**src/common/sad_pkg.sv**
```systemverilog
`default_nettype none

package sad_pkg;

  // Window length and ADC sample width
  localparam int ref_samples = 8;
  localparam int sample_bits = 12;

  // SAD sum and threshold width, enough for 8 x 4095
  localparam int sad_bits = 16;

  // Host byte counter width
  localparam int bytecnt_bits = 7;

  // Unused upper bits of a 16-bit sample word
  localparam int pad_bits = 16 - sample_bits;

  // Fill counter runs 0 to ref_samples
  localparam int fill_bits = $clog2(ref_samples + 1);

  // Register map
  localparam logic [7:0] reg_addr_ref       = 8'd1;
  localparam logic [7:0] reg_addr_threshold = 8'd2;
  // Read only, bit 0 armed, bit 1 triggered
  localparam logic [7:0] reg_addr_status    = 8'd3;

  // One reference sample word
  // Host side sees two bytes, engine side sees the padded sample
  typedef union packed {
    struct packed {
      logic [7:0] hi;
      logic [7:0] lo;
    } bytes;
    struct packed {
      logic [pad_bits-1:0]    pad;
      logic [sample_bits-1:0] sample;
    } smp;
  } sample_word_t;

endpackage

`default_nettype wire
```
**src/hdl/sad_trigger_top.sv**
```systemverilog
`default_nettype none

module sad_trigger_top (
  input  logic                            clk_usb,
  input  logic                            rst,
  input  logic [7:0]                      usb_addr,
  input  logic [7:0]                      usb_din,
  input  logic                            usb_rdn,
  input  logic                            usb_wrn,
  input  logic                            usb_cen,
  input  logic                            usb_alen,
  input  logic [sad_pkg::sample_bits-1:0] adc_data,
  input  logic                            sample_strobe,
  input  logic                            arm,
  output logic [7:0]                      usb_dout,
  output logic                            usb_isout,
  output logic                            trigger
);

  // Register bus
  logic [7:0]                      reg_address;
  logic [sad_pkg::bytecnt_bits-1:0] reg_bytecnt;
  logic [7:0]                      reg_wdata;
  logic [7:0]                      reg_rdata;
  logic                            reg_read;
  logic                            reg_write;

  // Settings to the engine and status back
  logic [sad_pkg::ref_samples*sad_pkg::sample_bits-1:0] ref_flat;
  logic [sad_pkg::sad_bits-1:0]                         threshold;
  logic                                                 armed;
  logic                                                 triggered;

  usb_reg_bus u_usb_reg_bus (
    .clk_usb     (clk_usb),
    .rst         (rst),
    .usb_addr    (usb_addr),
    .usb_din     (usb_din),
    .usb_rdn     (usb_rdn),
    .usb_wrn     (usb_wrn),
    .usb_cen     (usb_cen),
    .usb_alen    (usb_alen),
    .reg_rdata   (reg_rdata),
    .usb_dout    (usb_dout),
    .usb_isout   (usb_isout),
    .reg_address (reg_address),
    .reg_bytecnt (reg_bytecnt),
    .reg_wdata   (reg_wdata),
    .reg_read    (reg_read),
    .reg_write   (reg_write)
  );

  sad_ref_regs u_sad_ref_regs (
    .clk_usb     (clk_usb),
    .rst         (rst),
    .reg_address (reg_address),
    .reg_bytecnt (reg_bytecnt),
    .reg_wdata   (reg_wdata),
    .reg_write   (reg_write),
    .reg_read    (reg_read),
    .armed       (armed),
    .triggered   (triggered),
    .reg_rdata   (reg_rdata),
    .ref_flat    (ref_flat),
    .threshold   (threshold)
  );

  sad_engine u_sad_engine (
    .clk_usb       (clk_usb),
    .rst           (rst),
    .adc_data      (adc_data),
    .sample_strobe (sample_strobe),
    .arm           (arm),
    .ref_flat      (ref_flat),
    .threshold     (threshold),
    .trigger       (trigger),
    .armed         (armed),
    .triggered     (triggered)
  );

endmodule

`default_nettype wire

```
**src/sad/sad_engine.sv**
```systemverilog
`default_nettype none

module sad_engine (
  input  logic                                                  clk_usb,
  input  logic                                                  rst,
  input  logic [sad_pkg::sample_bits-1:0]                       adc_data,
  input  logic                                                  sample_strobe,
  input  logic                                                  arm,
  input  logic [sad_pkg::ref_samples*sad_pkg::sample_bits-1:0]  ref_flat,
  input  logic [sad_pkg::sad_bits-1:0]                          threshold,
  output logic                                                  trigger,
  output logic                                                  armed,
  output logic                                                  triggered
);

  // Sliding window, newest sample at the top index
  logic [sad_pkg::sample_bits-1:0] window [sad_pkg::ref_samples];

  // Fills since arming, saturates at a full window
  logic [sad_pkg::fill_bits-1:0] fill;

  // Arm edge detect
  logic arm_q;
  logic arm_rise;

  // Strobe delayed to line up with the shifted window
  logic strobe_d;

  // Combinational sum and its registered copy
  logic [sad_pkg::sad_bits-1:0] sad_sum;
  logic [sad_pkg::sad_bits-1:0] sad_q;
  logic                         sad_valid;

  // Trigger condition
  logic fire;

  assign arm_rise = arm & ~arm_q;

  // Shift in each strobed sample
  always_ff @(posedge clk_usb) begin
    if (sample_strobe) begin
      for (int i = 0; i < sad_pkg::ref_samples - 1; i++) begin
        window[i] <= window[i+1];
      end
      window[sad_pkg::ref_samples-1] <= adc_data;
    end
  end

  // Sum of absolute differences over the current window
  always_comb begin
    logic [sad_pkg::sample_bits-1:0] w;
    logic [sad_pkg::sample_bits-1:0] r;
    sad_sum = '0;
    for (int i = 0; i < sad_pkg::ref_samples; i++) begin
      w = window[i];
      r = ref_flat[i*sad_pkg::sample_bits +: sad_pkg::sample_bits];
      // Larger minus smaller keeps the difference unsigned
      sad_sum = sad_sum + ((w > r) ? sad_pkg::sad_bits'(w - r) : sad_pkg::sad_bits'(r - w));
    end
  end

  // Registered result, valid only for a full window
  always_ff @(posedge clk_usb) begin
    sad_q <= sad_sum;
  end

  assign fire = armed & sad_valid & (sad_q <= threshold);

  // Control: arming, fill count, result valid and trigger
  always_ff @(posedge clk_usb) begin
    if (rst) begin
      arm_q     <= 1'b0;
      fill      <= '0;
      strobe_d  <= 1'b0;
      sad_valid <= 1'b0;
      armed     <= 1'b0;
      triggered <= 1'b0;
      trigger   <= 1'b0;
    end else begin
      arm_q <= arm;
      if (arm_rise) begin
        // Restart filling, drop results still in flight
        armed     <= 1'b1;
        triggered <= 1'b0;
        fill      <= '0;
        strobe_d  <= 1'b0;
        sad_valid <= 1'b0;
        trigger   <= 1'b0;
      end else begin
        strobe_d  <= sample_strobe;
        if (sample_strobe && fill != sad_pkg::ref_samples) begin
          fill <= fill + 1'b1;
        end
        sad_valid <= strobe_d && (fill == sad_pkg::ref_samples);
        trigger   <= fire;
        if (fire) begin
          // Single shot until the next arm
          armed     <= 1'b0;
          triggered <= 1'b1;
        end
      end
    end
  end

  // Trigger is a single cycle pulse
  a_trig_pulse: assert property (
    @(posedge clk_usb) disable iff (rst) trigger |=> !trigger
  );

  // Trigger only follows an armed cycle
  a_trig_armed: assert property (
    @(posedge clk_usb) disable iff (rst) trigger |-> $past(armed)
  );

endmodule

`default_nettype wire

```
**src/sad/sad_ref_regs.sv**
```systemverilog
`default_nettype none

module sad_ref_regs (
  input  logic                                                  clk_usb,
  input  logic                                                  rst,
  input  logic [7:0]                                            reg_address,
  input  logic [sad_pkg::bytecnt_bits-1:0]                      reg_bytecnt,
  input  logic [7:0]                                            reg_wdata,
  input  logic                                                  reg_write,
  input  logic                                                  reg_read,
  input  logic                                                  armed,
  input  logic                                                  triggered,
  output logic [7:0]                                            reg_rdata,
  output logic [sad_pkg::ref_samples*sad_pkg::sample_bits-1:0]  ref_flat,
  output logic [sad_pkg::sad_bits-1:0]                          threshold
);

  // Reference sample words
  sad_pkg::sample_word_t ref_words [sad_pkg::ref_samples];

  // Byte index decode, two bytes per sample
  logic [2:0] ref_idx;
  logic       ref_hi;
  logic       ref_in_range;

  assign ref_idx      = reg_bytecnt[3:1];
  assign ref_hi       = reg_bytecnt[0];
  // Bytes past the last sample are ignored
  assign ref_in_range = (reg_bytecnt < 2 * sad_pkg::ref_samples);

  // Register writes, low byte first
  always_ff @(posedge clk_usb) begin
    if (rst) begin
      for (int i = 0; i < sad_pkg::ref_samples; i++) begin
        ref_words[i] <= '0;
      end
      threshold <= '0;
    end else if (reg_write) begin
      case (reg_address)
        sad_pkg::reg_addr_ref: begin
          if (ref_in_range && ref_hi) begin
            // Pad bits stay clear
            ref_words[ref_idx].bytes.hi <= {{sad_pkg::pad_bits{1'b0}},
                                            reg_wdata[7-sad_pkg::pad_bits:0]};
          end else if (ref_in_range) begin
            ref_words[ref_idx].bytes.lo <= reg_wdata;
          end
        end
        sad_pkg::reg_addr_threshold: begin
          if (reg_bytecnt[0]) threshold[15:8] <= reg_wdata;
          else threshold[7:0] <= reg_wdata;
        end
        // Status and unknown addresses take no writes
        default: ;
      endcase
    end
  end

  // Readback from the byte view, valid during the read pulse
  always_comb begin
    reg_rdata = 8'h00;
    if (reg_read) begin
      case (reg_address)
        sad_pkg::reg_addr_ref: begin
          if (ref_in_range) begin
            reg_rdata = ref_hi ? ref_words[ref_idx].bytes.hi : ref_words[ref_idx].bytes.lo;
          end
        end
        sad_pkg::reg_addr_threshold: begin
          reg_rdata = reg_bytecnt[0] ? threshold[15:8] : threshold[7:0];
        end
        sad_pkg::reg_addr_status: begin
          reg_rdata = {6'b0, triggered, armed};
        end
        default: reg_rdata = 8'h00;
      endcase
    end
  end

  // Engine sees the sample view, sample 0 in the low bits
  always_comb begin
    for (int i = 0; i < sad_pkg::ref_samples; i++) begin
      ref_flat[i*sad_pkg::sample_bits +: sad_pkg::sample_bits] = ref_words[i].smp.sample;
    end
  end

  // Status is read only, stored settings hold across such a write
  a_status_ro: assert property (
    @(posedge clk_usb) disable iff (rst)
    (reg_write && reg_address == sad_pkg::reg_addr_status)
      |=> ($stable(ref_flat) && $stable(threshold))
  );

endmodule

`default_nettype wire

```
**src/hdl/usb_reg_bus.sv**
```systemverilog
`default_nettype none

module usb_reg_bus (
  input  logic                            clk_usb,
  input  logic                            rst,
  input  logic [7:0]                      usb_addr,
  input  logic [7:0]                      usb_din,
  input  logic                            usb_rdn,
  input  logic                            usb_wrn,
  input  logic                            usb_cen,
  input  logic                            usb_alen,
  input  logic [7:0]                      reg_rdata,
  output logic [7:0]                      usb_dout,
  output logic                            usb_isout,
  output logic [7:0]                      reg_address,
  output logic [sad_pkg::bytecnt_bits-1:0] reg_bytecnt,
  output logic [7:0]                      reg_wdata,
  output logic                            reg_read,
  output logic                            reg_write
);

  // Sampled host strobes, idle high
  logic rdn_q;
  logic wrn_q;
  logic cen_q;

  // One cycle older copies for edge detection
  logic rdn_qq;
  logic wrn_qq;

  // Strobe sampling, reset to the idle level
  always_ff @(posedge clk_usb) begin
    if (rst) begin
      rdn_q  <= 1'b1;
      wrn_q  <= 1'b1;
      cen_q  <= 1'b1;
      rdn_qq <= 1'b1;
      wrn_qq <= 1'b1;
    end else begin
      rdn_q  <= usb_rdn;
      wrn_q  <= usb_wrn;
      cen_q  <= usb_cen;
      rdn_qq <= rdn_q;
      wrn_qq <= wrn_q;
    end
  end

  // Write data follows the sampled strobes
  always_ff @(posedge clk_usb) begin
    reg_wdata <= usb_din;
  end

  // Falling strobe edge while selected gives one access pulse
  assign reg_read  = rdn_qq & ~rdn_q & ~cen_q;
  assign reg_write = wrn_qq & ~wrn_q & ~cen_q;

  // Drive the data bus for as long as the host reads
  assign usb_isout = ~rdn_q & ~cen_q;

  // Address latch and auto increment byte counter
  always_ff @(posedge clk_usb) begin
    if (rst) begin
      reg_address <= 8'h00;
      reg_bytecnt <= '0;
    end else if (!usb_alen) begin
      // New address starts a new burst
      reg_address <= usb_addr;
      reg_bytecnt <= '0;
    end else if (reg_read || reg_write) begin
      reg_bytecnt <= reg_bytecnt + 1'b1;
    end
  end

  // Capture readback while the byte count still points at this byte
  always_ff @(posedge clk_usb) begin
    if (reg_read) begin
      usb_dout <= reg_rdata;
    end
  end

  // Host never reads and writes in the same cycle
  a_no_rw_overlap: assert property (
    @(posedge clk_usb) disable iff (rst) !(reg_read && reg_write)
  );

endmodule

`default_nettype wire

```
**config.mk**
```make
export PLATFORM = sky130hd
export DESIGN_NAME = sad_trigger_top
export DESIGN_NICKNAME = d
export VERILOG_FILES = /design/src/common/sad_pkg.sv /design/src/hdl/sad_trigger_top.sv /design/src/sad/sad_engine.sv /design/src/sad/sad_ref_regs.sv /design/src/hdl/usb_reg_bus.sv
export SDC_FILE = /design/constraint.sdc
export NUM_CORES = 1
export LEC_CHECK = 0
export BUFFER_PORTS_ARGS = -buffer_cell sky130_fd_sc_hd__buf_2
export CAP_MARGIN = 20
export CORE_ASPECT_RATIO = 2
export CORE_MARGIN = 3
export CORE_UTILIZATION = 59
export CTS_CLUSTER_DIAMETER = 60
export CTS_CLUSTER_SIZE = 16
export DETAILED_ROUTE_END_ITERATION = 8
export PLACE_DENSITY = 0.79
export SYNTH_ARGS = -nofsm -noshare
export SYNTH_HDL_FRONTEND = slang
export SYNTH_SLANG_ARGS = --single-unit
```
**constraint.sdc**
```tcl
create_clock -name clk_usb -period 6.4 [get_ports clk_usb]
set_clock_uncertainty 0.2 [all_clocks]
set_input_delay 1.92 -clock clk_usb [delete_from_list [all_inputs] [get_ports clk_usb]]
set_output_delay 1.92 -clock clk_usb [all_outputs]
set_load 0.1 [all_outputs]
```
==> results of run 1 <==
-- how the worst max path moves through the flow --
stage	to	slack, ns	cells after the start
after floorplan	u_sad_engine.sad_q[13]$_DFF_P_	-0.23	27
after global placement	u_sad_engine.sad_q[13]$_DFF_P_	-0.71	24
after detailed placement	u_sad_engine.sad_q[13]$_DFF_P_	-0.85	24
after CTS	u_sad_engine.sad_q[14]$_DFF_P_	-0.49	29
after global routing	u_sad_engine.sad_q[14]$_DFF_P_	-0.78	31
final	u_sad_engine.sad_q[13]$_DFF_P_	-0.56	22
-- cells in the final DEF, fill, tap and decap left out, types with 52 or more instances in the layout --
| master | synthesis | routed |
|---|---|---|
| buf_4 | 3 | 458 |
| inv_1 | 363 | 356 |
| ha_1 | 227 | 220 |
| edfxtp_1 | 200 | 200 |
| a21oi_1 | 140 | 131 |
| nor2_1 | 131 | 130 |
| and2_1 | 96 | 96 |
| fa_1 | 97 | 94 |
| mux2i_1 | 82 | 80 |
| nand2_1 | 79 | 79 |
| o21ai_0 | 84 | 78 |
| dfxtp_1 | 73 | 72 |
| a21o_1 | 52 | 52 |
-- cell families after synthesis --
logic type	Yosys count	share of synthesized area (%)
adders and majority gates	324	21.87
buffers and inverters	437	7.760
DFF	273	34.15
xor gates and xnor gates	104	4.166
muxes	120	6.947
AOI/OAI and AO/OA	432	12.74
and+or+nand+nor	518	12.36
-- layout make-up --
class                           count  area, um^2  share of cell area, %
Sequential cell                   273        7468                  27.80
Clock inverter                      4       30.03                 0.1118
Clock buffer                       28       551.8                  2.054
Multi-Input combinational cell   1498       13020                  48.47
Tap cell                          454       568.0                  2.115
Inverter                          363        1363                  5.072
Timing Repair Buffer              514        3861                  14.37
-- metrics by stage --
step           setup WS [ns]  hold WS [ns]  TNS [ns]
2_1_floorplan        -0.2300        0.2015   -0.5731
5_1_grt              -0.7821        0.2425    -4.263
6_report             -0.5622        0.2293    -2.581
3_3_place_gp         -0.7086        0.2098    -3.934
3_5_place_dp         -0.8466        0.2300    -5.128
4_1_cts              -0.4903        0.2401    -2.405
-- worst max-delay path: cells and delay by family, from the launching register on --
family / cells / cell delay (ns)
AO/OA/AOI/OAI: 4 / 0.74
XOR/XNOR: 2 / 0.44
adder cells (fa/ha/maj): 6 / 2.69
buffers and inverters: 4 / 0.47
flip-flops: 1 / 0.41
multiplexers: 1 / 0.21
AND/OR/NAND/NOR: 5 / 1.76
-- state kept, by name, summed over array words and instances (netlist names), named ones only --
signal,flops
u_sad_engine.window,96
u_sad_ref_regs.ref_words,96
u_sad_engine.sad_q,16
u_sad_ref_regs.threshold,16
u_usb_reg_bus.reg_address,8
u_usb_reg_bus.reg_wdata,8
u_usb_reg_bus.usb_dout,8
u_usb_reg_bus.reg_bytecnt,7
u_sad_engine.fill,4
u_sad_engine.arm_q,1
u_sad_engine.armed,1
u_sad_engine.sad_valid,1
u_sad_engine.strobe_d,1
u_sad_engine.trigger,1
u_sad_engine.triggered,1
u_usb_reg_bus.cen_q,1
u_usb_reg_bus.rdn_q,1
u_usb_reg_bus.rdn_qq,1
u_usb_reg_bus.wrn_q,1
u_usb_reg_bus.wrn_qq,1
-- per-layer routing --
metal,global-route usage [%],vias up,wire (um)
li1,-,8422,-
met1,31.31,8915,21380
met2,67.33,683,38130
met3,4.213,356,2846
met4,34.36,0,8932
met5,0,-,0
-- what timing repair did --
action | in CTS | in global routing
pin swaps | 30 | 29
endpoints found under the setup margin | 10 | 10
setup buffers | 7 | 8
gates resized for setup | 33 | 25
==> results.sh, run 1 <==
export IMPL_io_pin_count=46
export IMPL_r2r_end="u_sad_engine.sad_q[13]$_DFF_P_"
export IMPL_fin_crit_sh_pct=108.8
export IMPL_startpoint="u_sad_engine.window[1][24]$_DFFE_PP_"
export IMPL_antenna_cells=0
export IMPL_placed_cell_area_um2=25860
export IMPL_min_delay_start="u_sad_engine.strobe_d$_SDFF_PP0_"
export IMPL_finalSetupViolations=7
export IMPL_nFillCells=2614
export IMPL_holdPathStages=2
export IMPL_async_flop_share_pct=0
export IMPL_grt_usage_pct=35.88
export IMPL_ctsRootBufferMaster="clkbuf_16"
export IMPL_die_width_um=142.1
export IMPL_drv_slew=0
export IMPL_crit_type="reg2reg"
export IMPL_path_clk_slew_ns=0.09
export IMPL_antenna_found_initial=0
export IMPL_min_to="u_sad_engine.sad_valid$_SDFF_PP0_"
export IMPL_hpwl_um=58470
export IMPL_htree_levels=1
export IMPL_rows=99
export IMPL_rrSetupSlack_ns=-0.56
export IMPL_rr_worst_depth=22
export IMPL_cp_arrival_ns=7.25
export IMPL_fp_dieH_um=278.2
export IMPL_yosysMostFrequentCell="inv_1"
export IMPL_yosysSeqAreaShare_pct=34.15
export IMPL_num_vias=18380
export IMPL_synth_cell_types=75
export IMPL_maxCapViolCount=0
export IMPL_tightest_slew_ns=1.187
export IMPL_drive_above_1_share_pct=25.00
export IMPL_final_cell_area_um2=26860
export IMPL_port_buffers=45
export IMPL_dieArea_um2=39540
export IMPL_hold_path_class="reg2reg"
export IMPL_avgSynthCellArea_um2=9.902
export IMPL_outcome="finished, violations left"
export IMPL_hold_viol_final=0
export IMPL_synth_edf_count=200
export IMPL_finish_utilization_pct=73.51
export IMPL_synth_area_leaders="edfxtp_1 27%, ha_1 13%, fa_1 8.9%"
export IMPL_cpPeakStageDelay_ns=0.57
export IMPL_synth_ff_type="edfxtp_1"
export IMPL_violations="negative setup slack"
export IMPL_ys_ff_latch=273
export IMPL_avgRoutedWirePerCell_um=22.75
export IMPL_start_kind="flip-flop"
export IMPL_endpoint_kind="flip-flop"
export IMPL_cts_tree="built"
export IMPL_syn_area_um2=21860
export IMPL_grt_pass1_wl_um=106400
export IMPL_required_ns=6.69
export IMPL_clock_path_buffers=3
export IMPL_vias_per_cell=5.863
export IMPL_start_util_pct=59.83
export IMPL_synthTopCellsByCount="363 x inv_1, 227 x ha_1, 200 x edfxtp_1, 140 x a21oi_1, 131 x nor2_1"
export IMPL_drc_errors=0
export IMPL_cp_max_fo=8
export IMPL_detail_route_antenna_nets=0
export IMPL_postCtsHoldBufs=0
export IMPL_worstReg2RegStart="u_sad_engine.window[1][24]$_DFFE_PP_"
export IMPL_slew_headroom_pct=20.77
export IMPL_yosys_area_top_type="edfxtp_1"
export IMPL_cts_made_buffers=21
export IMPL_dp_cells=3088
export IMPL_synth_warnings=0
export IMPL_coreArea_um2=36540
export IMPL_place_congestion=1.006
export IMPL_synth_top_area_share_pct=27.47
export IMPL_wl_um=71300
export IMPL_dr_pass1_iters=5
export IMPL_cpMostUsedCell="fa_1"
export IMPL_grt_max_degree=50
export IMPL_path_cells="ha_1 > nand4_1 > or3_1 > o21a_1 > a31oi_2 > buf_4 > buf_4 > mux2i_1 > xor2_1 > fa_1 > fa_1 > fa_1 > inv_1 > fa_1 > inv_1 > ha_1 > nor2b_2 > or4_4 > a41o_1 > or2_1 > a31oi_1 > xnor2_1"
export IMPL_synth_fp_nets=2568
export IMPL_rsz0062_at_grt="yes"
export IMPL_clock_latency_ns=0.55
export IMPL_syn_to_final_growth_pct=22.87
export IMPL_drtIter0Drc=1197
export IMPL_max_freq_mhz=143.6
export IMPL_period_needed_ns=6.962
export IMPL_grt_pass1_vias=20100
export IMPL_cp_slowest_cell="or4_4"
export IMPL_cts_sinks=273
export IMPL_grt_ovfl_total=0
export IMPL_instances_no_fill=3134
export IMPL_netlist_instances=2208
export IMPL_worst_slack_ns=-0.5622
export IMPL_fin_nets=3031
Power of run 1 is left out: the tool's default activity adds up to more than one toggle a clock period on the data nets, which glitch-free logic cannot reach.
==> inputs of run 2 (changes only) <==
--- a/config.mk
+++ b/config.mk
@@ -10,6 +10,7 @@
 export CORE_ASPECT_RATIO = 2
 export CORE_MARGIN = 3
 export CORE_UTILIZATION = 59
+export CTS_BUF_LIST = sky130_fd_sc_hd__clkbuf_16
 export CTS_CLUSTER_DIAMETER = 60
 export CTS_CLUSTER_SIZE = 16
 export DETAILED_ROUTE_END_ITERATION = 8
==> run 2 against run 1 <==
Effect of this change:
- the flow still finishes with violations (negative setup slack)
- wire length decreased by 0.11%
- via count shrank 0.26%
- sequential cell count did not move
- critical path type unchanged
==> results.sh, run 2 (same netlist as run 1, synthesis figures left out) <==
export IMPL_drtIter0Drc=1194
export IMPL_avgRoutedWirePerCell_um=22.72
export IMPL_max_freq_mhz=143.6
export IMPL_cts_made_buffers=21
export IMPL_start_kind="flip-flop"
export IMPL_finalSetupViolations=7
export IMPL_dr_wl_met2_um=38150
export IMPL_grt_max_degree=50
export IMPL_dr_pass1_iters=5
export IMPL_grt_usage_pct=35.88
export IMPL_antenna_found_initial=0
export IMPL_grt_ovfl_total=0
export IMPL_violations="negative setup slack"
export IMPL_hold_path_class="reg2reg"
export IMPL_grt_pass1_vias=20100
export IMPL_clock_latency_ns=0.55
export IMPL_required_ns=6.69
export IMPL_final_common_cell="buf_4"
export IMPL_fin_crit_sh_pct=108.8
export IMPL_rr_worst_depth=22
export IMPL_outcome="finished, violations left"
export IMPL_drc_errors=0
export IMPL_period_needed_ns=6.962
export IMPL_cts_sinks=273
export IMPL_ctsRootBufferMaster="clkbuf_16"
export IMPL_fp_dieH_um=278.2
export IMPL_drv_slew=0
export IMPL_rrSetupSlack_ns=-0.56
export IMPL_min_delay_start="u_sad_engine.strobe_d$_SDFF_PP0_"
export IMPL_syn_to_final_growth_pct=22.87
export IMPL_holdPathStages=2
export IMPL_cpPeakStageDelay_ns=0.57
export IMPL_slew_headroom_pct=20.82
export IMPL_io_pin_count=46
export IMPL_wl_met1_um=21260
export IMPL_worstReg2RegStart="u_sad_engine.window[1][24]$_DFFE_PP_"
export IMPL_mostFrequentLayoutCells="458 x buf_4, 363 x inv_1, 220 x ha_1"
export IMPL_grt_pass1_wl_um=106400
export IMPL_vias_per_cell=5.848
export IMPL_cp_max_fo=8
export IMPL_drive_above_1_share_pct=25.00
export IMPL_antenna_cells=0
export IMPL_top_regs="u_sad_engine.window x96, u_sad_ref_regs.ref_words x96"
export IMPL_cp_arrival_ns=7.25
export IMPL_min_to="u_sad_engine.sad_valid$_SDFF_PP0_"
export IMPL_wl_met3_um=2915
export IMPL_cpMostUsedCell="fa_1"
export IMPL_start_util_pct=59.83
export IMPL_num_vias=18330
export IMPL_port_buffers=45
export IMPL_rows=99
export IMPL_die_width_um=142.1
export IMPL_path_clk_slew_ns=0.09
export IMPL_crit_type="reg2reg"
export IMPL_endpoint_kind="flip-flop"
export IMPL_tightest_slew_ns=1.186
export IMPL_fin_nets=3031
export IMPL_hold_viol_final=0
export IMPL_cp_slowest_cell="or4_4"
export IMPL_place_congestion=1.006
export IMPL_clock_path_buffers=3
export IMPL_cts_tree="built"
export IMPL_routed_top_layer="met4"
export IMPL_hpwl_um=58470
export IMPL_wl_um=71220
export IMPL_path_cells="ha_1 > nand4_1 > or3_1 > o21a_1 > a31oi_2 > buf_4 > buf_4 > mux2i_1 > xor2_1 > fa_1 > fa_1 > fa_1 > inv_1 > fa_1 > inv_1 > ha_1 > nor2b_2 > or4_4 > a41o_1 > or2_1 > a31oi_1 > xnor2_1"
export IMPL_coreArea_um2=36540
export IMPL_maxCapViolCount=0
export IMPL_htree_levels=1
export IMPL_detail_route_antenna_nets=0
export IMPL_r2r_end="u_sad_engine.sad_q[13]$_DFF_P_"
export IMPL_dieArea_um2=39540
export IMPL_post_place_ws_ns=-0.8466
export IMPL_rsz0062_at_grt="yes"
export IMPL_worst_slack_ns=-0.5617
export IMPL_postCtsHoldBufs=0
[run 2: cell types whose count changed in the layout (fill, tap and decap cells not counted), sizes merged]
cell,before,now
clkbuf,28,21
inv,365,372
[run 2: layout make-up]
cell class              count  area [um^2]
clock buffers              21        525.5
clock inverters            11        56.30
fillers                  2614         9678
inverters                 363         1363
multi-input cells        1498        13020
flip-flops and latches    273         7468
well taps                 454        568.0
repair buffers            514         3861
[run 2: metrics by stage]
step	util [%]	setup TNS (ns)	instances	instance area, um^2	hold WS (ns)
after detailed placement	70.77	-5.128	3088	25860	0.2300
final	73.51	-2.577	3134	26860	0.2302
after floorplan	-	-0.5731	2208	21930	0.2015
after global routing	73.51	-4.263	3134	26860	0.2422
after CTS	72.91	-2.403	3127	26640	0.2398
after global placement	70.77	-3.934	3088	25860	0.2098
[run 2: worst max-delay path, delay by kind of cell (launching register included)]
family	cells	cell delay, ns
fa+ha+maj	6	2.69
flops	1	0.41
xor+xnor	2	0.44
mux	1	0.21
simple gates	5	1.76
buf+inv	4	0.47
compound gates	4	0.74
[run 2: worst max-delay path by stage]
stage	startpoint	end	slack, ns
3_3_place_gp	u_sad_ref_regs.ref_words[6][1]$_SDFFCE_PN0P_	u_sad_engine.sad_q[13]$_DFF_P_	-0.71
4_1_cts	u_sad_ref_regs.ref_words[4][1]$_SDFFCE_PN0P_	u_sad_engine.sad_q[14]$_DFF_P_	-0.49
6_report	u_sad_engine.window[1][24]$_DFFE_PP_	u_sad_engine.sad_q[13]$_DFF_P_	-0.56
3_5_place_dp	u_sad_ref_regs.ref_words[6][1]$_SDFFCE_PN0P_	u_sad_engine.sad_q[13]$_DFF_P_	-0.85
2_1_floorplan	u_sad_ref_regs.ref_words[5][1]$_SDFFCE_PN0P_	u_sad_engine.sad_q[13]$_DFF_P_	-0.23
5_1_grt	u_sad_ref_regs.ref_words[4][1]$_SDFFCE_PN0P_	u_sad_engine.sad_q[14]$_DFF_P_	-0.78
[run 2: per-layer routing]
layer | GRT usage [%] | vias up
met5 | 0 | -
met2 | 67.33 | 658
met1 | 31.31 | 8898
met3 | 4.213 | 347
met4 | 34.36 | 0
li1 | - | 8426
[run 2: timing repair]
item,4_1_cts,5_1_grt
setup endpoints to repair,10,10
gates cloned,0,0
buffers inserted,7,8
resized for setup,33,25
pin swaps,30,29
Power of run 2 is left out for the same reason.
